[src/chip_pkg.sv]
// bus widths, word types, address map, reset values, enums and uart status struct
package chip_pkg;

   localparam int addr_w = 16;
   localparam int data_w = 32;

   typedef logic [data_w-1:0]   word_t;
   typedef logic [addr_w-1:0]   addr_t;
   typedef logic [data_w/8-1:0] sel_t;

   // address map, each target owns one 4k page
   localparam addr_t ram_base  = 16'h0000;
   localparam int    ram_words = 256;
   localparam addr_t uart_base = 16'h1000;
   localparam addr_t spi_base  = 16'h2000;

   localparam logic [15:0] uart_div_reset = 16'd16;  // clk cycles per bit
   localparam logic [3:0]  spi_div_reset  = 4'd4;    // clk cycles per sclk half

   typedef enum logic [1:0] {tgt_ram, tgt_uart, tgt_spi, tgt_none} target_e;

   // peripheral register offset, adr[3:2]
   typedef enum logic [1:0] {
      reg_data   = 2'd0,
      reg_status = 2'd1,
      reg_ctrl   = 2'd2
   } reg_e;

   typedef enum logic [1:0] {uart_idle, uart_start, uart_data, uart_stop} uart_state_e;
   typedef enum logic [1:0] {spi_idle, spi_low, spi_high} spi_state_e;

   // tx_busy lands in bit 0 of the status word
   typedef struct packed {
      logic rx_overrun;
      logic rx_valid;
      logic tx_busy;
   } uart_status_t;

endpackage
[src/wb_if.sv]
// wishbone classic bus bundle with master and slave modports
`timescale 1ns/1ps

interface wb_if import chip_pkg::*; ();

   logic  cyc;
   logic  stb;
   logic  we;
   addr_t adr;
   word_t dat_w;
   sel_t  sel;
   word_t dat_r;
   logic  ack;

   modport master (
      output cyc, stb, we, adr, dat_w, sel,
      input  dat_r, ack
   );

   modport slave (
      input  cyc, stb, we, adr, dat_w, sel,
      output dat_r, ack
   );

endinterface

[src/wb_decode.sv]
// wishbone address decoder with target select, read mux and unmapped acknowledge
`timescale 1ns/1ps

module wb_decode import chip_pkg::*; (
   input logic clk,
   input logic rst_n,
   wb_if.slave  host,
   wb_if.master ram,
   wb_if.master uart,
   wb_if.master spi
);

   target_e tgt;
   logic    none_ack_q;

   function automatic target_e classify(addr_t a);
      target_e t;
      t = tgt_none;
      if (a[15:14] == 2'b00) begin
         case (a[13:12])
            ram_base[13:12]:  if (int'(a[11:0]) < ram_words * 4) t = tgt_ram;
            uart_base[13:12]: t = tgt_uart;
            spi_base[13:12]:  t = tgt_spi;
            default:          t = tgt_none;
         endcase
      end
      return t;
   endfunction

   assign tgt = classify(host.adr);

   // shared lines go to every target, only stb is steered
   assign ram.cyc    = host.cyc;
   assign ram.we     = host.we;
   assign ram.adr    = host.adr;
   assign ram.dat_w  = host.dat_w;
   assign ram.sel    = host.sel;
   assign ram.stb    = host.stb & (tgt == tgt_ram);

   assign uart.cyc   = host.cyc;
   assign uart.we    = host.we;
   assign uart.adr   = host.adr;
   assign uart.dat_w = host.dat_w;
   assign uart.sel   = host.sel;
   assign uart.stb   = host.stb & (tgt == tgt_uart);

   assign spi.cyc    = host.cyc;
   assign spi.we     = host.we;
   assign spi.adr    = host.adr;
   assign spi.dat_w  = host.dat_w;
   assign spi.sel    = host.sel;
   assign spi.stb    = host.stb & (tgt == tgt_spi);

   // stray access, ack next cycle so the host never hangs
   always_ff @(posedge clk) begin
      if (!rst_n) none_ack_q <= 1'b0;
      else        none_ack_q <= host.cyc & host.stb & (tgt == tgt_none) & ~none_ack_q;
   end

   always_comb begin
      case (tgt)
         tgt_ram:  begin host.dat_r = ram.dat_r;  host.ack = ram.ack;  end
         tgt_uart: begin host.dat_r = uart.dat_r; host.ack = uart.ack; end
         tgt_spi:  begin host.dat_r = spi.dat_r;  host.ack = spi.ack;  end
         default:  begin host.dat_r = '0;         host.ack = none_ack_q; end
      endcase
   end

endmodule

[src/flat_wrapper.sv]
// flat-port wrapper written by rule: the top's interface ports become plain ports
module wb_decode_flat import chip_pkg::*;
  (clk, rst_n, host_cyc, host_stb, host_we, host_adr, host_dat_w, host_sel, host_dat_r, host_ack, ram_cyc, ram_stb, ram_we, ram_adr, ram_dat_w, ram_sel, ram_dat_r, ram_ack, uart_cyc, uart_stb, uart_we, uart_adr, uart_dat_w, uart_sel, uart_dat_r, uart_ack, spi_cyc, spi_stb, spi_we, spi_adr, spi_dat_w, spi_sel, spi_dat_r, spi_ack);
  wb_if host_i ();
  wb_if ram_i ();
  wb_if uart_i ();
  wb_if spi_i ();
  input logic clk;
  input logic rst_n;
  input wire logic [$bits(host_i.cyc)-1:0] host_cyc;
  input wire logic [$bits(host_i.stb)-1:0] host_stb;
  input wire logic [$bits(host_i.we)-1:0] host_we;
  input wire logic [$bits(host_i.adr)-1:0] host_adr;
  input wire logic [$bits(host_i.dat_w)-1:0] host_dat_w;
  input wire logic [$bits(host_i.sel)-1:0] host_sel;
  output wire logic [$bits(host_i.dat_r)-1:0] host_dat_r;
  output wire logic [$bits(host_i.ack)-1:0] host_ack;
  output wire logic [$bits(ram_i.cyc)-1:0] ram_cyc;
  output wire logic [$bits(ram_i.stb)-1:0] ram_stb;
  output wire logic [$bits(ram_i.we)-1:0] ram_we;
  output wire logic [$bits(ram_i.adr)-1:0] ram_adr;
  output wire logic [$bits(ram_i.dat_w)-1:0] ram_dat_w;
  output wire logic [$bits(ram_i.sel)-1:0] ram_sel;
  input wire logic [$bits(ram_i.dat_r)-1:0] ram_dat_r;
  input wire logic [$bits(ram_i.ack)-1:0] ram_ack;
  output wire logic [$bits(uart_i.cyc)-1:0] uart_cyc;
  output wire logic [$bits(uart_i.stb)-1:0] uart_stb;
  output wire logic [$bits(uart_i.we)-1:0] uart_we;
  output wire logic [$bits(uart_i.adr)-1:0] uart_adr;
  output wire logic [$bits(uart_i.dat_w)-1:0] uart_dat_w;
  output wire logic [$bits(uart_i.sel)-1:0] uart_sel;
  input wire logic [$bits(uart_i.dat_r)-1:0] uart_dat_r;
  input wire logic [$bits(uart_i.ack)-1:0] uart_ack;
  output wire logic [$bits(spi_i.cyc)-1:0] spi_cyc;
  output wire logic [$bits(spi_i.stb)-1:0] spi_stb;
  output wire logic [$bits(spi_i.we)-1:0] spi_we;
  output wire logic [$bits(spi_i.adr)-1:0] spi_adr;
  output wire logic [$bits(spi_i.dat_w)-1:0] spi_dat_w;
  output wire logic [$bits(spi_i.sel)-1:0] spi_sel;
  input wire logic [$bits(spi_i.dat_r)-1:0] spi_dat_r;
  input wire logic [$bits(spi_i.ack)-1:0] spi_ack;
  assign host_i.cyc = host_cyc;
  assign host_i.stb = host_stb;
  assign host_i.we = host_we;
  assign host_i.adr = host_adr;
  assign host_i.dat_w = host_dat_w;
  assign host_i.sel = host_sel;
  assign host_dat_r = host_i.dat_r;
  assign host_ack = host_i.ack;
  assign ram_cyc = ram_i.cyc;
  assign ram_stb = ram_i.stb;
  assign ram_we = ram_i.we;
  assign ram_adr = ram_i.adr;
  assign ram_dat_w = ram_i.dat_w;
  assign ram_sel = ram_i.sel;
  assign ram_i.dat_r = ram_dat_r;
  assign ram_i.ack = ram_ack;
  assign uart_cyc = uart_i.cyc;
  assign uart_stb = uart_i.stb;
  assign uart_we = uart_i.we;
  assign uart_adr = uart_i.adr;
  assign uart_dat_w = uart_i.dat_w;
  assign uart_sel = uart_i.sel;
  assign uart_i.dat_r = uart_dat_r;
  assign uart_i.ack = uart_ack;
  assign spi_cyc = spi_i.cyc;
  assign spi_stb = spi_i.stb;
  assign spi_we = spi_i.we;
  assign spi_adr = spi_i.adr;
  assign spi_dat_w = spi_i.dat_w;
  assign spi_sel = spi_i.sel;
  assign spi_i.dat_r = spi_dat_r;
  assign spi_i.ack = spi_ack;
  wb_decode u_core (.clk(clk), .rst_n(rst_n), .host(host_i), .ram(ram_i), .uart(uart_i), .spi(spi_i));
endmodule
[config.mk]
export PLATFORM = sky130hd
export DESIGN_NAME = wb_decode_flat
export DESIGN_NICKNAME = d
export VERILOG_FILES = /design/src/chip_pkg.sv /design/src/wb_if.sv /design/src/wb_decode.sv /design/src/flat_wrapper.sv
export SDC_FILE = /design/constraint.sdc
export NUM_CORES = 1
export LEC_CHECK = 0
export ABC_AREA = 1
export BUFFER_PORTS_ARGS = -buffer_cell sky130_fd_sc_hd__buf_2
export CAP_MARGIN = 20
export CORE_AREA = 5 5 135 137
export CTS_CLUSTER_SIZE = 12
export DETAILED_ROUTE_END_ITERATION = 10
export DIE_AREA = 0 0 140 142
export HOLD_SLACK_MARGIN = 0.02
export PLACE_DENSITY_LB_ADDON = 0.1
export SLEW_MARGIN = 20
export SYNTH_ARGS = -nofsm -noshare
export SYNTH_HDL_FRONTEND = slang
export SYNTH_SLANG_ARGS = --single-unit
[constraint.sdc]
create_clock -name clk -period 1.7 [get_ports clk]
set_input_delay 0.34 -clock clk [delete_from_list [all_inputs] [get_ports clk]]
set_output_delay 0.34 -clock clk [all_outputs]
set_load 0.01 [all_outputs]
== Word level (Yosys, flattened, before mapping) ==
Index checks and enable logic that the tools add are counted.
W data, S select, Z words.
Storage, ports and cells
  input port bits: 156
  register bits: 1
Cells by class
  equal/unequal tests: 5
  multiplexer cells: 5
  reduce and logical (&&, ||, !) cells: 3
  magnitude comparators: 1
  bitwise gates (word level): 7
Operators with widths (count)
  $pmux W32 S3: 1
  $lt A12 B11 Y1 const B: 1
  $and A1 B1 Y1: 6
  $eq A2 B2 Y1 const B: 3
  $logic_not A2 Y1: 3
  $pmux W2 S3: 1
  $eq A2 B1 Y1 const B: 2
  $mux W2: 2
  $pmux W1 S3: 1
  $not A1 Y1: 1

== Longest topological paths before layout ==
  depth in word-level cells: 7
  gate-level depth with buffers: 8
  depth with buffers taken out: 7

== Worst setup path after synthesis ==
OpenSTA, ideal clock, no wires.
  path kind: input port to output port
  start point: in host_adr[15]
  end point: out host_dat_r[0]
  path buffers: 1
  slack: 0.230 ns
  arrival time: 1.130 ns
  cell stages on the path: 8
  cell sequence: nor2_4 > nand2_4 > nor2_4 > nand2_4 > inv_6 > buf_12 > nand2_2 > nand2_1
On the way
  longest elaborated chain between the ends: 4
Ends and longest elaborated chain
  start: declaration: line flat_wrapper.sv:13  | input wire logic [$bits(host_i.adr)-1:0] host_adr;
  $logic_not A2 Y1 (*): line wb_decode.sv:19  | if (a[15:14] == 2'b00) begin
  $mux W2 (*): line wb_decode.sv:19
  $eq A2 B2 Y1 (tied with other cells): line wb_decode.sv:61  | case (tgt)
  $pmux W32 S3 (*): line wb_decode.sv:61
  end: declaration: line flat_wrapper.sv:16  | output wire logic [$bits(host_i.dat_r)-1:0] host_dat_r;
Mark *: on every way between the ends. The rest lies on a longest branch, timed or not.

== Worst setup path after layout ==
  start point: in host_adr[15]
  end point: out host_dat_r[6]
The elaborated chain is that of the path after synthesis.

==> results.yml <==
run_status:
  outcome: "finished with violations"
  violations: "negative setup slack"
floorplan:
  pin_count: 354
  rows: 48
  die_area_sq_um: 19880
  die_w_microns: 140
  coreArea_sq_um: 16940
  fp.dieH_microns: 142
  initial_core_util: 0.1402
cells_and_area:
  regMostFlops: "u_core.none_ack_q"
  num_antenna_cells: 0
  ff_latch_area_sq_um: 20.02
  synthToLayoutAreaGrowth_pct: 11.54
  finalInstanceArea_sq_um: 2649
  nNetsFinal: 578
  largest_reg_flops: 1
  fillers: 2012
  multi_input_area_sq_um: 943.4
  top_regs: "u_core.none_ack_q x1"
  layout-drive-gt1-share: 0.5976
  final_core_util: 0.1564
route:
  vias: 2057
  via_per_inst: 3.189
  drt-wirelength-per-cell_microns: 12.55
  route.detailed.drc: 0
  dr.pass1.iters: 4
  drt-total-wl_microns: 8095
  ant_nets: 0
  drtIter0Drc: 38
timing:
  maxSlewHeadroom: 0.8335
  period_share: 1.013
  layout_setup_ws_ns: -0.02244
  max_freq_mhz: 580.6
  layout_min_cycle_time_ns: 1.722
  finalSetupViolations: 21
  worst_pin_slew_ns: 0.2478
  hold_viol: 0
  hold_ws_ns: 0.4563
  rsz0062_at_grt: "yes"
  skew_ns: 0
  report.final.slew_viol_count: 0
logic_synthesis:
  synth_top_area_cell: "buf_4"
  synth_area_leaders: "buf_4 (51%), nand2_1 (21%), nand2_2 (7.9%), inv_1 (5.8%), buf_6 (2.8%)"
  synth_warnings: 0
  synth.distinct_cells: 17
  yosysSeqAreaShare: 0.008430
  ys_ff_latch: 1
  syn_inst: 401
  syn_area_sq_um: 2375
  syn_avg_cell_area_sq_um: 5.922
  syn_nets: 557
  yosysTopAreaCellShare: 0.5121
grt:
  grt_antenna_before_repair: 0
  grt_usage: 0.07035
  grt_max_degree: 20
  grt_pass1_vias: 2218
  grt_pass1_wl_microns: 11410
  grt_overflow: 0
setup_path:
  startpoint_type: "input pin"
  crit_type: "in2out"
  critPathArrivalTime_ns: 1.38
  r2r_setup_slack_ns: 1.14
  worstPathRequired_ns: 1.36
  regToRegStartpoint: "u_core.none_ack_q"
  critPathCaptureType: "primary output"
  timing.rr.end: "u_core.none_ack_q"
  reg2reg_depth: 1
  cp_max_fo: 19
pwr:
  p_sw_frac: 0.4450
  cellInternalPower_mw: 0.2360
  p_per_area_nw_per_um2: 160.6
  total_leakage_power_nw: 1.609
  switching_power_mw: 0.1893
  pwr-share-seq: 0.061
  peakVddDrop_mv: 0.1003
  combinationalPowerShare: 0.939
  clockPowerShare: 0
place:
  place_congestion: 0.7061
  io_buffers: 165
  placed_cell_area_sq_um: 2366
  dp_hpwl_microns: 6785
worst_hold_path:
  min-delay-start: "u_core.none_ack_q"
  hold_depth: 1
  min_to: "u_core.none_ack_q"
  hold_class: "reg2reg"
clock_network:
  clock_latency_ns: 0
  clkTransAtPathRegs_ns: 0
run:
  maxCapViolations: 0
[per-stage QoR]
step	instances	TNS (ns)	total power [mW]	worst slack [ns]
finish	645	-0.1832	0.4253	-0.02244
global route	645	-3.301	0.4663	-0.1347
CTS	643	-1.511	0.4159	-0.08274
detailed placement	638	-2.690	0.3887	-0.1040
global placement	638	-2.498	0.3934	-0.1021
floorplan	401	0	0.5233	0.2298
[metal layers]
layer,share of wire,GRT usage
met5,0,0
met4,0.027,0.01938
met3,0.12,0.02856
met2,0.52,0.1340
met1,0.34,0.07086
[cell families after synthesis]
group           share of synthesized area
compound gates                   0.004215
simple gates                       0.3583
buf+inv                            0.6291
flops                            0.008430
[power by group through the flow]
stage          sequential (mW)  combinational [mW]  clock, mW
6_report                0.0258               0.400          0
3_3_place_gp            0.0255               0.368          0
2_1_floorplan           0.0253               0.498          0
3_5_place_dp            0.0256               0.363          0
5_1_grt                 0.0260               0.440          0
4_1_cts                 0.0256               0.390          0
[cells in the mapped netlist]
| master | n |
|---|---|
| nor2_4 | 5 |
| nand2_4 | 3 |
| buf_12 | 2 |
| inv_6 | 1 |
| nor2_1 | 5 |
| nand4_1 | 2 |
| inv_2 | 2 |
| dfxtp_1 | 1 |
| nand3_1 | 4 |
| o21ai_0 | 2 |
| inv_1 | 37 |
| nand2_1 | 135 |
| buf_4 | 162 |
| buf_6 | 6 |
| buf_8 | 1 |
| nand2_2 | 30 |
| nor3_1 | 3 |
[critical path: stages]
cell     delay [ns]
buf_8          0.10
nor2_4         0.17
nand2_4        0.10
nor2_4         0.15
buf_12         0.18
nand2_1        0.07
nand2_1        0.06
inv_1          0.05
nand2_2        0.06
buf_6          0.10
[how the worst max path moves through the flow]
stage,startpoint,endpoint,slack [ns],cells after the start
after floorplan,host_adr[15],host_dat_r[0],0.23,8
after global placement,host_adr[15],host_dat_r[20],-0.10,10
after detailed placement,host_adr[15],host_dat_r[7],-0.10,10
after CTS,host_adr[14],host_dat_r[6],-0.08,10
after global routing,host_adr[15],host_dat_r[2],-0.13,10
final,host_adr[15],host_dat_r[6],-0.02,10
[repair_timing]
action                                  CTS  global route
pin swaps                                 3             6
setup buffers                             4             1
cloned                                    1             1
endpoints found under the setup margin   32            34
resized for setup                        27            22
hold buffers                              0             0
[area by class of cell]
type / instances / share of cell area
Sequential cell: 1 / 0.007558
Multi-Input combinational cell: 189 / 0.3562
Timing Repair Buffer: 190 / 0.4686
Tap cell: 225 / 0.1063
Inverter: 40 / 0.06141
[cell usage in the layout (no fill, tap or decap)]
master and instances:
buf_12 7, buf_16 1, buf_2 151, buf_4 14, buf_6 14, buf_8 2
clkbuf_16 1, clkinv_8 1, dfxtp_1 1, inv_1 35, inv_2 4, nand2_1 124
nand2_2 37, nand2_4 7, nand3_1 2, nand3_2 2, nand4_1 2, nor2_1 1
nor2_2 2, nor2_4 7, nor3_1 2, nor3_2 1, o21ai_0 2
Note: power is estimated with default switching activity, not from simulation.
