File: src/chip_pkg.sv
// bus widths, word types, address map, reset values, enums and uart status struct
package chip_pkg;

   localparam int addr_w = 16;
   localparam int data_w = 32;

   typedef logic [data_w-1:0]   word_t;
   typedef logic [addr_w-1:0]   addr_t;
   typedef logic [data_w/8-1:0] sel_t;

   // address map, each target owns one 4k page
   localparam addr_t ram_base  = 16'h0000;
   localparam int    ram_words = 256;
   localparam addr_t uart_base = 16'h1000;
   localparam addr_t spi_base  = 16'h2000;

   localparam logic [15:0] uart_div_reset = 16'd16;  // clk cycles per bit
   localparam logic [3:0]  spi_div_reset  = 4'd4;    // clk cycles per sclk half

   typedef enum logic [1:0] {tgt_ram, tgt_uart, tgt_spi, tgt_none} target_e;

   // peripheral register offset, adr[3:2]
   typedef enum logic [1:0] {
      reg_data   = 2'd0,
      reg_status = 2'd1,
      reg_ctrl   = 2'd2
   } reg_e;

   typedef enum logic [1:0] {uart_idle, uart_start, uart_data, uart_stop} uart_state_e;
   typedef enum logic [1:0] {spi_idle, spi_low, spi_high} spi_state_e;

   // tx_busy lands in bit 0 of the status word
   typedef struct packed {
      logic rx_overrun;
      logic rx_valid;
      logic tx_busy;
   } uart_status_t;

endpackage
File: src/wb_if.sv
// wishbone classic bus bundle with master and slave modports
`timescale 1ns/1ps

interface wb_if import chip_pkg::*; ();

   logic  cyc;
   logic  stb;
   logic  we;
   addr_t adr;
   word_t dat_w;
   sel_t  sel;
   word_t dat_r;
   logic  ack;

   modport master (
      output cyc, stb, we, adr, dat_w, sel,
      input  dat_r, ack
   );

   modport slave (
      input  cyc, stb, we, adr, dat_w, sel,
      output dat_r, ack
   );

endinterface

File: src/uart_lite.sv
// uart 8n1 transmitter and receiver with data, status and divisor registers
`timescale 1ns/1ps

module uart_lite import chip_pkg::*; (
   input  logic clk,
   input  logic rst_n,
   wb_if.slave  bus,
   input  logic rxd,
   output logic txd
);

   uart_state_e  tx_state, rx_state;
   logic [15:0]  div_q, tx_cnt, rx_cnt;
   logic [2:0]   tx_bit, rx_bit;
   logic [7:0]   tx_sh, rx_sh, hold_q;
   logic         rx_s1, rx_s2, rx_done;
   logic         rx_valid_q, ovr_q, ack_q;
   logic         req, accept, tx_go, pop, tx_tick, rx_tick;
   word_t        rd_q;
   uart_status_t st;
   reg_e         off;

   always_comb begin
      st.tx_busy    = (tx_state != uart_idle);
      st.rx_valid   = rx_valid_q;
      st.rx_overrun = ovr_q;
   end

   assign off     = reg_e'(bus.adr[3:2]);
   assign req     = bus.cyc & bus.stb & ~ack_q;
   assign accept  = req & ~(bus.we & (off == reg_data) & st.tx_busy);  // tx back-pressure
   assign tx_go   = accept & bus.we & (off == reg_data);
   assign pop     = accept & ~bus.we & (off == reg_data);
   assign tx_tick = (tx_cnt == div_q - 16'd1);
   assign rx_tick = (rx_cnt == div_q - 16'd1);

   always_ff @(posedge clk) begin
      if (!rst_n) begin
         ack_q <= 1'b0;
         div_q <= uart_div_reset;
      end else begin
         ack_q <= accept;
         if (accept && bus.we && off == reg_ctrl) div_q <= bus.dat_w[15:0];
      end
   end

   always_ff @(posedge clk) begin
      if (accept && !bus.we) begin
         case (off)
            reg_data:   rd_q <= {24'd0, hold_q};
            reg_status: rd_q <= {29'd0, st};
            reg_ctrl:   rd_q <= {16'd0, div_q};
            default:    rd_q <= '0;
         endcase
      end
   end

   assign bus.ack   = ack_q;
   assign bus.dat_r = rd_q;

   // transmitter
   always_ff @(posedge clk) begin
      if (!rst_n) begin
         tx_state <= uart_idle;
         tx_cnt   <= '0;
         tx_bit   <= '0;
      end else if (tx_state == uart_idle) begin
         tx_cnt <= '0;
         tx_bit <= '0;
         if (tx_go) tx_state <= uart_start;
      end else begin
         tx_cnt <= tx_tick ? '0 : tx_cnt + 16'd1;
         if (tx_tick) begin
            case (tx_state)
               uart_start: tx_state <= uart_data;
               uart_data: begin
                  tx_bit <= tx_bit + 3'd1;
                  if (tx_bit == 3'd7) tx_state <= uart_stop;
               end
               default: tx_state <= uart_idle;  // end of stop bit
            endcase
         end
      end
   end

   always_ff @(posedge clk) begin
      if (tx_go) tx_sh <= bus.dat_w[7:0];
      else if (tx_state == uart_data && tx_tick) tx_sh <= tx_sh >> 1;  // lsb first
   end

   assign txd = (tx_state == uart_start) ? 1'b0 :
                (tx_state == uart_data)  ? tx_sh[0] : 1'b1;

   // receiver
   always_ff @(posedge clk) begin
      if (!rst_n) begin
         rx_s1 <= 1'b1;
         rx_s2 <= 1'b1;
      end else begin
         rx_s1 <= rxd;
         rx_s2 <= rx_s1;
      end
   end

   always_ff @(posedge clk) begin
      if (!rst_n) begin
         rx_state <= uart_idle;
         rx_cnt   <= '0;
         rx_bit   <= '0;
         rx_done  <= 1'b0;
      end else begin
         rx_done <= 1'b0;
         rx_cnt  <= rx_cnt + 16'd1;
         case (rx_state)
            uart_idle: begin
               rx_cnt <= '0;
               rx_bit <= '0;
               if (!rx_s2) rx_state <= uart_start;
            end
            uart_start: if (rx_cnt == {1'b0, div_q[15:1]}) begin  // mid start bit
               rx_cnt   <= '0;
               rx_state <= rx_s2 ? uart_idle : uart_data;      // glitch, back to idle
            end
            uart_data: if (rx_tick) begin
               rx_cnt <= '0;
               rx_bit <= rx_bit + 3'd1;
               if (rx_bit == 3'd7) rx_state <= uart_stop;
            end
            default: if (rx_tick) begin
               rx_state <= uart_idle;
               rx_done  <= rx_s2;  // drop frames with a bad stop bit
            end
         endcase
      end
   end

   always_ff @(posedge clk) begin
      if (rx_state == uart_data && rx_tick) rx_sh <= {rx_s2, rx_sh[7:1]};
      if (rx_done && (!rx_valid_q || pop)) hold_q <= rx_sh;
   end

   always_ff @(posedge clk) begin
      if (!rst_n) begin
         rx_valid_q <= 1'b0;
         ovr_q      <= 1'b0;
      end else begin
         if (pop) begin
            rx_valid_q <= 1'b0;
            ovr_q      <= 1'b0;
         end
         if (rx_done) begin
            if (rx_valid_q && !pop) ovr_q <= 1'b1;  // new byte lost
            else rx_valid_q <= 1'b1;
         end
      end
   end

endmodule

File: src/flat_wrapper.sv
// flat-port wrapper written by rule: the top's interface ports become plain ports
module uart_lite_flat import chip_pkg::*;
  (clk, rst_n, rxd, txd, bus_cyc, bus_stb, bus_we, bus_adr, bus_dat_w, bus_sel, bus_dat_r, bus_ack);
  wb_if bus_i ();
  input  logic clk;
  input  logic rst_n;
  input  logic rxd;
  output logic txd;
  input wire logic [$bits(bus_i.cyc)-1:0] bus_cyc;
  input wire logic [$bits(bus_i.stb)-1:0] bus_stb;
  input wire logic [$bits(bus_i.we)-1:0] bus_we;
  input wire logic [$bits(bus_i.adr)-1:0] bus_adr;
  input wire logic [$bits(bus_i.dat_w)-1:0] bus_dat_w;
  input wire logic [$bits(bus_i.sel)-1:0] bus_sel;
  output wire logic [$bits(bus_i.dat_r)-1:0] bus_dat_r;
  output wire logic [$bits(bus_i.ack)-1:0] bus_ack;
  assign bus_i.cyc = bus_cyc;
  assign bus_i.stb = bus_stb;
  assign bus_i.we = bus_we;
  assign bus_i.adr = bus_adr;
  assign bus_i.dat_w = bus_dat_w;
  assign bus_i.sel = bus_sel;
  assign bus_dat_r = bus_i.dat_r;
  assign bus_ack = bus_i.ack;
  uart_lite u_core (.clk(clk), .rst_n(rst_n), .bus(bus_i), .rxd(rxd), .txd(txd));
endmodule
File: config.mk
export PLATFORM = sky130hd
export DESIGN_NAME = uart_lite_flat
export DESIGN_NICKNAME = d
export VERILOG_FILES = /design/src/chip_pkg.sv /design/src/wb_if.sv /design/src/uart_lite.sv /design/src/flat_wrapper.sv
export SDC_FILE = /design/constraint.sdc
export NUM_CORES = 1
export LEC_CHECK = 0
export BUFFER_PORTS_ARGS = -buffer_cell sky130_fd_sc_hd__buf_2
export CORE_MARGIN = 2
export CORE_UTILIZATION = 45
export CTS_CLUSTER_DIAMETER = 150
export DETAILED_ROUTE_END_ITERATION = 6
export PLACE_DENSITY = 0.65
export SLEW_MARGIN = 20
export SYNTH_ARGS = -nofsm -noshare
export SYNTH_HDL_FRONTEND = slang
export SYNTH_SLANG_ARGS = --single-unit
export TNS_END_PERCENT = 50
File: constraint.sdc
create_clock -name clk -period 4.05 [get_ports clk]
set_input_delay 0.405 -clock clk [delete_from_list [all_inputs] [get_ports clk]]
set_output_delay 0.405 -clock clk [all_outputs]
set_load 0.005 [all_outputs]
Word level (Yosys, flattened, before mapping). Index checks and enable logic that the tools add are counted.

Add/subtract/negate cells: 5. Multiply operators: 0. Div/mod/pow operators: 0. Order comparisons: 0. Equality and inequality tests: 17. Shifts and indexed selects: 0. Muxes and demuxes: 28. Bitwise logic cells: 14. Reduce and logical (&&, ||, !) cells: 26.

Operators with widths (count): $pmux 16 s3 (2); $add 16x1->16 const B (2); $eq 16x16->1 (2); $mux 16 (2); $mux 2 (10); $eq 16x15->1 (1); $mux 8 (2); $sub 16x1->16 const B (1); $and 1x1->1 (9); $mux 1 (8); $ne 2x1->1 const B (4); $reduce_bool 2->1 (4); $logic_and 1x1->1 (7); $add 3x1->3 const B (2); $eq 2x1->1 const B (3); $eq 2x2->1 const B (3); $eq 3x3->1 const B (2); $logic_not 2->1 (3); $pmux 2 s3 (1); $pmux 3 s2 (1); $not 1->1 (5); $reduce_and 5->1 (1); $reduce_or 5->1 (1); $pmux 2 s2 (1); 10 further kinds (13).

Flip-flop bits (word level): 120. Latch bits: 0. RAM bits: 0. ROM bits: 0. Output and inout bits: 34. Memories: 0.

Depth between registers and ports, before layout. Gate-level depths: netlist (run 1).

Depth in word-level cells: 11. Mapped depth: 14. Mapped depth without buffers: 9.

Worst setup path before layout (run 1). Ideal clock, no wire load.

Path type: register to register. Start: reg u_core.div_q[0]. End: reg u_core.tx_sh[0], enable pin. Setup time: 0.384 ns. Data arrival time: 3.104 ns. Required time: 3.666 ns. Path slack: 0.562 ns. Stages on the path, launching flop included: 13. Buffers on the path: 4. Clock period less this slack: 3.488 ns. Cell sequence: dfxtp_1 buf_6 inv_1 ha_1 buf_4 or3b_1 clkbuf_1 nor2_2 xnor2_1 a2111o_1 or4_1 buf_2 o21ai_0.

Word-level cells in the longest chain between the ends: 4.

RTL lines: start, declared (RTL line uart_lite.sv:13) `logic [15:0] div_q, tx_cnt, rx_cnt;`; start signal, assigned (RTL line uart_lite.sv:40) `div_q <= uart_div_reset;`; start signal, assigned (RTL line uart_lite.sv:43) `if (accept && bus.we && off == reg_ctrl) div_q <= bus.dat_w[15:0];`; $sub 16x1->16 (RTL line uart_lite.sv:34) `assign tx_tick = (tx_cnt == div_q - 16'd1);`; $eq 16x16->1 (RTL line uart_lite.sv:34); $logic_and 1x1->1 (RTL line uart_lite.sv:88) `else if (tx_state == uart_data && tx_tick) tx_sh <= tx_sh >> 1;`; $reduce_bool 2->1 (no line); end signal, assigned (RTL line uart_lite.sv:87) `if (tx_go) tx_sh <= bus.dat_w[7:0];`; end signal, assigned (RTL line uart_lite.sv:88); end, declared (RTL line uart_lite.sv:15) `logic [7:0] tx_sh, rx_sh, hold_q;`.

Every way passes these cells. A chain may end at the register's enable or synchronous reset.

Worst setup path in the final report (run 1).
Start: reg u_core.div_q[4]. End: reg u_core.tx_sh[6], enable pin.

The elaborated chain is that of the path after synthesis.

==> insert_results.sql, run 1 <==
INSERT INTO impl_metrics (metric_group, metric, value, unit) VALUES
('floorplanning', 'floorplan.die.height', '117', 'um'),
('synthesis', 'synth_sequential_area_ratio', '43.3', '%'),
('power', 'max-vdd-ir-drop', '0.219', 'mV'),
('worst_setup_path', 'worst-endpoint-required', '4.11', 'ns'),
('outcome', 'outcome', 'completed', ''),
('global_route', 'global_route.overflow_total', '0', ''),
('routing', 'drtIter0Drc', '297', ''),
('worst_setup_path', 'timing.critical_path.from_type', 'flip-flop', ''),
('routing', 'remaining_drc_errors', '0', ''),
('worst_hold_path', 'worst_hold_class', 'in2reg', ''),
('global_route', 'grt_util_all_layers', '20.2', '%'),
('sta', 'slew_violations', '0', ''),
('clock_tree', 'cell_chosen_for_the_clock_root', 'clkbuf_16', ''),
('clock_tree', 'insertion_delay', '0.35', 'ns'),
('routing', 'drtAntennaViolNets', '0', ''),
('power', 'power.density_cell_area', '322', 'mW/mm^2'),
('sta', 'grt_setup_unrepaired', 'no', ''),
('clock_tree', 'clkTransAtPathRegs', '0.07', 'ns'),
('floorplanning', 'core_area', '0.0125', 'sq mm'),
('global_route', 'first_global_vias', '4168', ''),
('clock_tree', 'tritoncts', 'built', ''),
('sta', 'worst_pin_slew', '0.891', 'ns'),
('cells_and_area', 'fin_util', '50.1', '%'),
('routing', 'wl_per_cell', '16.4', 'um'),
('sta', 'report.final.hold_viol_count', '0', ''),
('synthesis', 'synth_warnings', '0', ''),
('floorplanning', 'rows', '41', ''),
('synthesis', 'synth-seq-cells', '104', ''),
('global_route', 'grt_max_degree', '40', ''),
('placed_design', 'port-buffer-count', '41', ''),
('sta', 'timing.final.crit_share', '84.8', '%'),
('sta', 'final.setup_skew', '0.00796', 'ns'),
('sta', 'maxClockFrequency', '291', 'MHz'),
('worst_setup_path', 'cp_data_arrival_time', '3.50', 'ns'),
('synthesis', 'synth.avg_cell_area', '9.69', 'sq um'),
('clock_tree', 'cts_buffers', '9', ''),
('synthesis', 'synth_cell_type_count', '67', ''),
('synthesis', 'synth_enable_flop_cells', '40', ''),
('synthesis', 'dominantRegCellSynth', 'dfxtp_1', ''),
('cells_and_area', 'areaGrowthSynthToFinish', '9.31', '%'),
('placed_design', 'post-dp-hpwl', '9470', 'um'),
('floorplanning', 'die_width', '117', 'um'),
('placed_design', 'globalplace.congestion', '0.906', ''),
('sta', 'setup-tns-final', '0', 'ns'),
('clock_tree', 'post_cts_buffers', '0', ''),
('sta', 'final-setup-viol-count', '0', ''),
('routing', 'drt-pass1-iter-count', '5', ''),
('cells_and_area', 'post_route_cells_drive_above_1_share', '14.2', '%'),
('cells_and_area', 'layout_commonest_cell', 'dfxtp_1', ''),
('cells_and_area', 'antennaDiodeCount', '0', ''),
('cells_and_area', 'leading_cell_types_in_the_layout_fill_and_taps_excluded', 'dfxtp_1, nor2_1, xnor2_1, buf_2, edfxtp_1', ''),
('cells_and_area', 'design.final.nets', '676', ''),
('synthesis', 'async_reset_ff_share', '0', '%'),
('power', 'leakage', '2.41', 'nW'),
('worst_setup_path', 'delay_of_the_slowest_cell_on_the_worst_path', '0.75', 'ns'),
('synthesis', 'post_synth_instance_area', '0.00574', 'sq mm'),
('sta', 'final.min_clock_period', '3.43', 'ns'),
('cells_and_area', 'layout.cell_area.non_filler', '0.00627', 'sq mm'),
('worst_setup_path', 'critical_path.slowest_cell', 'nor4_2', ''),
('worst_setup_path', 'crit_fanout', '18', ''),
('routing', 'viasPerCell', '5.57', ''),
('clock_tree', 'clock-sinks', '104', ''),
('clock_tree', 'cts.path.max_buffers', '2', ''),
('clock_tree', 'cts_resized', '0', ''),
('routing', 'wire_length_reported_by_the_detailed_router', '12900', 'um'),
('worst_setup_path', 'critical_path.cell_chain', 'nor4_2 -> nand3_1 -> xnor2_1 -> a2111o_1 -> or4_1 -> o21ai_0 -> buf_4', ''),
('global_route', 'number_of_antenna_violations_at_the_first_check_in_global_routing', '0', ''),
('global_route', 'grt_pass1_wl', '21200', 'um'),
('worst_setup_path', 'critical_path_class', 'reg2reg', ''),
('routing', 'num_vias', '4373', ''),
('clock_tree', 'ctsHoldBuffers', '0', ''),
('placed_design', 'post_dp_cell_area', '0.00599', 'sq mm'),
('floorplanning', 'initial_core_util', '45.8', '%'),
('sta', 'worst_case_headroom_to_the_max_slew_limit', '40.1', '%'),
('worst_setup_path', 'cp-end-kind', 'flip-flop', ''),
('clock_tree', 'cts-htree-levels', '3', ''),
('floorplanning', 'fp.dieArea', '0.0137', 'sq mm'),
('synthesis', 'syn-instance-count', '592', ''),
('floorplanning', 'num_io_pins', '92', ''),
('flow_run', 'max_cap_viol_count', '0', '');
[path summary, 6_finish.rpt]
check,startpoint,end,slack [ns],cells after the start
setup / recovery,u_core.div_q[4],u_core.tx_sh[6],0.62,7
hold / removal,rxd,u_core.rx_s1,0.24,2
setup reg to reg,u_core.div_q[4],u_core.tx_sh[6],0.62,7
hold reg to reg,u_core.rx_sh[0],u_core.hold_q[0],0.44,0
[cell usage after synthesis (all sizes together), types with 2 or more instances]
cell     instances  area share (%)
dfxtp           64              22
nor2            61             4.2
xnor2           46             7.0
edfxtp          40              21
clkbuf          33             2.2
buf             32             3.6
xor2            30             4.6
nand2           28             1.8
mux2i           24             4.2
nand3           24             2.1
a211oi          19             2.5
inv             18             1.2
a21oi           14             1.2
and3            13             1.4
nor4            12             1.4
nand4           11             1.2
o21ai           11            0.96
ha              10             2.2
and2             9            0.98
nor3             9            0.79
mux2             7             1.4
nor2b            6            0.65
or3              6            0.65
o211ai           5            0.65
o31ai            5            0.65
xnor3            5             2.0
a31oi            4            0.44
nand2b           4            0.44
o2111ai          4            0.61
or2              3            0.33
or4              3            0.52
a21o             2            0.26
a32oi            2            0.31
and4             2            0.31
nand3b           2            0.26
nor3b            2            0.26
o2111a           2            0.39
or4b             2            0.35
[routing by layer]
| layer | wire (um) | GRT usage, % | share of wire [%] | vias up |
|---|---|---|---|---|
| li1 | - | - | - | 2085 |
| met1 | 6100 | 27.0 | 47 | 2112 |
| met2 | 5770 | 32.2 | 45 | 139 |
| met3 | 650 | 3.91 | 5.0 | 37 |
| met4 | 395 | 8.71 | 3.1 | 0 |
| met5 | 0 | 0 | 0 | - |
[metrics by stage]
stage	hold slack (ns)	cells	total power [mW]	worst slack, ns
after CTS	0.227	785	2.04	0.651
final	0.235	785	2.02	0.615
after detailed placement	0.418	769	1.22	0.678
after global routing	0.237	785	2.09	0.286
after global placement	0.403	769	1.22	0.674
after floorplan	0.386	607	1.20	0.562
[where the power goes]
group / leakage (nW) / total, mW / switching, mW / internal [mW]
combinational: 1.37 / 0.0989 / 0.0584 / 0.0405
clock: 0.140 / 0.821 / 0.385 / 0.436
sequential: 0.896 / 1.10 / 0.0114 / 1.09
total: 2.41 / 2.02 / 0.455 / 1.56
[cell type report]
cell class	count	area (sq um)
Timing Repair Buffer	55	310
Clock buffer	10	239
Inverter	18	67.6
Clock inverter	6	41.3
Multi-Input combinational cell	420	2910
Sequential cell	104	2480
Tap cell	172	215
Fill cell	1203	6250
[cells by family (layout without fill, tap and decap cells)]
kind of cell	count (synthesis)	after routing	synth area share, %
AND/OR/NAND/NOR	201	201	18.3
flip-flops	104	104	43.3
buffers and inverters	83	89	6.98
AO/OA/AOI/OAI	81	81	10.0
XOR/XNOR	81	81	13.6
multiplexers	31	31	5.56
adder cells (fa/ha/maj)	10	10	2.18
other	1	16	0.0654
[sequential cells by signal, indices dropped and copies added, names as in the netlist, 2 cells and up]
register,cells
u_core.bus.dat_r,16
u_core.div_q,16
u_core.hold_q,8
u_core.rx_bit,3
u_core.rx_cnt,16
u_core.rx_sh,8
u_core.rx_state,2
u_core.tx_bit,3
u_core.tx_cnt,16
u_core.tx_sh,8
u_core.tx_state,2
[worst max-delay path: cells and delay by family (launching register included)]
kind / cells / cell delay (ns)
compound gates: 2 / 0.53
flops: 1 / 0.59
simple gates: 3 / 1.64
buf+inv: 1 / 0.20
xor+xnor: 1 / 0.18
Note: power is estimated with default switching activity, not from simulation.
==> run 2: changes to the inputs <==
- ABC_AREA: default -> 1
- clock period: 4.05 -> 3.2 ns (I/O delays scaled with it)
==> run 2 against run 1 <==
Net effect:
- clock-buffer cell count decreased by 1
- global-route usage grew 1.1 points
- combinational power rose to 3.2 times the previous value
- clock power rose by 39%
- power increased by 43%
- synthesized cell count is 29% higher
- largest power group unchanged
==> insert_results.sql, run 2 <==
INSERT INTO impl_metrics (metric_group, metric, value, unit) VALUES
('outcome', 'outcome', 'completed', ''),
('sta', 'worst_pin_slew', '0.685', 'ns'),
('worst_setup_path', 'crit_fanout', '8', ''),
('floorplanning', 'fp.dieArea', '0.0138', 'sq mm'),
('synthesis', 'post_synth_instance_area', '0.00579', 'sq mm'),
('floorplanning', 'rows', '41', ''),
('clock_tree', 'clock-sinks', '104', ''),
('power', 'register_share_of_total_power', '49.4', '%'),
('routing', 'num_vias', '4997', ''),
('worst_hold_path', 'worst_hold_class', 'in2reg', ''),
('global_route', 'number_of_antenna_violations_at_the_first_check_in_global_routing', '0', ''),
('power', 'intPower', '2.05', 'mW'),
('worst_hold_path', 'worst_hold_path.num_cells', '2', ''),
('global_route', 'grt_max_degree', '32', ''),
('synthesis', 'syn-instance-count', '765', ''),
('worst_setup_path', 'r2r.worst_path.cells', '14', ''),
('sta', 'grt_setup_unrepaired', 'no', ''),
('worst_setup_path', 'cp_data_arrival_time', '2.99', 'ns'),
('synthesis', 'dominantRegCellSynth', 'dfxtp_1', ''),
('global_route', 'globalRouteMet3Util', '3.21', '%'),
('global_route', 'grt_pass1_wl', '23500', 'um'),
('clock_tree', 'ctsHoldBuffers', '0', ''),
('synthesis', 'synth_enable_flop_cells', '40', ''),
('cells_and_area', 'areaGrowthSynthToFinish', '10.6', '%'),
('worst_setup_path', 'critical_path.cell_chain', 'inv_2 -> ha_1 -> nand2_1 -> inv_1 -> nor3_1 -> nand2_1 -> inv_1 -> nand3_1 -> nor3_1 -> nand4_1 -> nor2_1 -> nand2_1 -> nor2_1 -> buf_4', ''),
('worst_setup_path', 'critical_path.most_common_cell', 'nand2_1', ''),
('synthesis', 'yosys-top-cells-count', 'nand2_1, nor2_1, nand3_1, inv_1, dfxtp_1', ''),
('sta', 'report.final.hold_viol_count', '0', ''),
('routing', 'viasPerCell', '5.08', ''),
('sta', 'maxClockFrequency', '343', 'MHz'),
('clock_tree', 'cts.path.max_buffers', '2', ''),
('synthesis', 'synth_cell_type_count', '38', ''),
('synthesis', 'synth_top_area_cell', 'dfxtp_1', ''),
('power', 'finalPower', '2.89', 'mW'),
('cells_and_area', 'leading_cell_types_in_the_layout_fill_and_taps_excluded', 'nand2_1, nor2_1, nand3_1, inv_1, dfxtp_1', ''),
('worst_setup_path', 'timing.critical_path.from_type', 'flip-flop', ''),
('power', 'comb_power_share', '11.1', '%'),
('sta', 'post-route-worst-setup-slack', '0.283', 'ns'),
('power', 'power_switching', '834', 'uW'),
('global_route', 'met2_usage', '34.4', '%'),
('clock_tree', 'cell_chosen_for_the_clock_root', 'clkbuf_16', ''),
('clock_tree', 'cts-htree-levels', '3', ''),
('global_route', 'grt_busiest_layer', 'met2', ''),
('routing', 'wl_per_cell', '14.5', 'um'),
('routing', 'wire_length_reported_by_the_detailed_router', '14300', 'um'),
('sta', 'final.min_clock_period', '2.92', 'ns'),
('worst_setup_path', 'delay_of_the_slowest_cell_on_the_worst_path', '0.42', 'ns'),
('worst_setup_path', 'worst-endpoint-required', '3.28', 'ns'),
('global_route', 'grt_util_all_layers', '21.3', '%'),
('synthesis', 'yosys-top-cells-area', 'dfxtp_1, edfxtp_1, nand2_1', ''),
('placed_design', 'detailedPlace.worstSlack', '0.303', 'ns'),
('floorplanning', 'num_io_pins', '92', ''),
('synthesis', 'synth-seq-cells', '104', ''),
('sta', 'timing.final.crit_share', '91.1', '%'),
('cells_and_area', 'fillCellCount', '1240', ''),
('cells_and_area', 'layout_commonest_cell', 'nand2_1', ''),
('synthesis', 'synth_warnings', '0', ''),
('power', 'swShare', '28.9', '%'),
('placed_design', 'post-dp-hpwl', '11200', 'um'),
('routing', 'drt-pass1-iter-count', '5', ''),
('clock_tree', 'clkTransAtPathRegs', '0.08', 'ns'),
('sta', 'final-setup-viol-count', '0', ''),
('clock_tree', 'cts_buffers', '9', ''),
('power', 'max-vdd-ir-drop', '0.282', 'mV'),
('synthesis', 'synth_top_area_share', '22.1', '%'),
('clock_tree', 'post_cts_buffers', '0', ''),
('global_route', 'global_route.overflow_total', '0', ''),
('clock_tree', 'insertion_delay', '0.36', 'ns'),
('floorplanning', 'floorplan.die.height', '117', 'um'),
('power', 'power.share.clock', '39.5', '%'),
('cells_and_area', 'post_route_cells_drive_above_1_share', '13.3', '%'),
('placed_design', 'port-buffer-count', '41', ''),
('worst_setup_path', 'critical_path.slowest_cell', 'dfxtp_1', ''),
('sta', 'final.setup_skew', '0.00659', 'ns'),
('flow_run', 'max_cap_viol_count', '0', ''),
('floorplanning', 'core_area', '0.0126', 'sq mm'),
('worst_setup_path', 'cp-end-kind', 'flip-flop', ''),
('cells_and_area', 'antennaDiodeCount', '0', ''),
('floorplanning', 'initial_core_util', '46.1', '%'),
('placed_design', 'globalplace.congestion', '0.898', ''),
('sta', 'slew_violations', '0', ''),
('synthesis', 'yosysMostFrequentCell', 'nand2_1', ''),
('power', 'power.density_cell_area', '451', 'mW/mm^2'),
('routing', 'drtIter0Drc', '347', ''),
('global_route', 'use_met1', '29.0', '%'),
('sta', 'worst_case_headroom_to_the_max_slew_limit', '54.3', '%'),
('clock_tree', 'cts_resized', '0', ''),
('power', 'leakage', '2.71', 'nW'),
('synthesis', 'synth_sequential_area_ratio', '42.9', '%'),
('cells_and_area', 'design.final.nets', '874', ''),
('routing', 'remaining_drc_errors', '0', ''),
('global_route', 'first_global_vias', '4758', ''),
('synthesis', 'async_reset_ff_share', '0', '%'),
('sta', 'setup-tns-final', '0', 'ns'),
('floorplanning', 'die_width', '117', 'um'),
('synthesis', 'synth.avg_cell_area', '7.57', 'sq um'),
('worst_setup_path', 'critical_path_class', 'reg2reg', ''),
('routing', 'drtAntennaViolNets', '0', ''),
('clock_tree', 'tritoncts', 'built', '');
-- run 2: cells by family (layout without fill, tap and decap cells) --
logic type	count (synthesis)	after routing	synth area share (%)
adders and majority gates	10	10	2.16
other	1	16	0.0648
buffers and inverters	120	151	9.27
muxes	7	7	1.36
and+or+nand+nor	430	430	33.9
xor gates and xnor gates	29	29	4.39
DFF	104	104	42.9
AOI/OAI and AO/OA	64	64	5.92
-- run 2: area by class of cell --
class                   instances  area, sq um  area share [%]
repair buffers                 45          235            3.67
well taps                     172          215            3.36
flip-flops and latches        104         2480            38.8
clock inverters                 7         80.1            1.25
multi-input cells             556         2830            44.1
clock buffers                   9          225            3.52
inverters                      90          338            5.28
-- run 2: critical path, delay by kind of cell (launching register included) --
| kind | cells | cell delay, ns |
|---|---|---|
| simple gates | 9 | 1.41 |
| buf+inv | 4 | 0.43 |
| flops | 1 | 0.42 |
| fa+ha+maj | 1 | 0.36 |
-- run 2: per-layer routing --
layer / vias to the layer above / routed length [um]
met4: 0 / 268
met2: 146 / 6530
met5: - / 0
li1: 2535 / -
met3: 20 / 857
met1: 2296 / 6610
-- run 2: metrics by stage --
step | util, % | hold WS (ns) | instances | area [sq um]
2_1_floorplan | - | 0.393 | 780 | 5840
3_3_place_gp | 48.5 | 0.393 | 967 | 6100
3_5_place_dp | 48.5 | 0.397 | 967 | 6100
4_1_cts | 50.9 | 0.148 | 983 | 6400
5_1_grt | 50.9 | 0.149 | 983 | 6400
6_report | 50.9 | 0.152 | 983 | 6400
-- run 2: worst paths after layout --
path                    from              end  slack, ns
max          u_core.div_q[0]  u_core.rx_sh[0]       0.28
min                      rxd     u_core.rx_s1       0.15
max reg2reg  u_core.div_q[0]  u_core.rx_sh[0]       0.28
min reg2reg     u_core.rx_s1     u_core.rx_s2       0.42
-- run 2: power by group through the flow --
stage / sequential [mW] / combinational [mW] / clock (mW)
2_1_floorplan: 1.45 / 0.258 / 0
3_3_place_gp: 1.46 / 0.310 / 0
3_5_place_dp: 1.46 / 0.318 / 0
4_1_cts: 1.43 / 0.319 / 1.16
5_1_grt: 1.43 / 0.364 / 1.22
6_report: 1.43 / 0.321 / 1.14
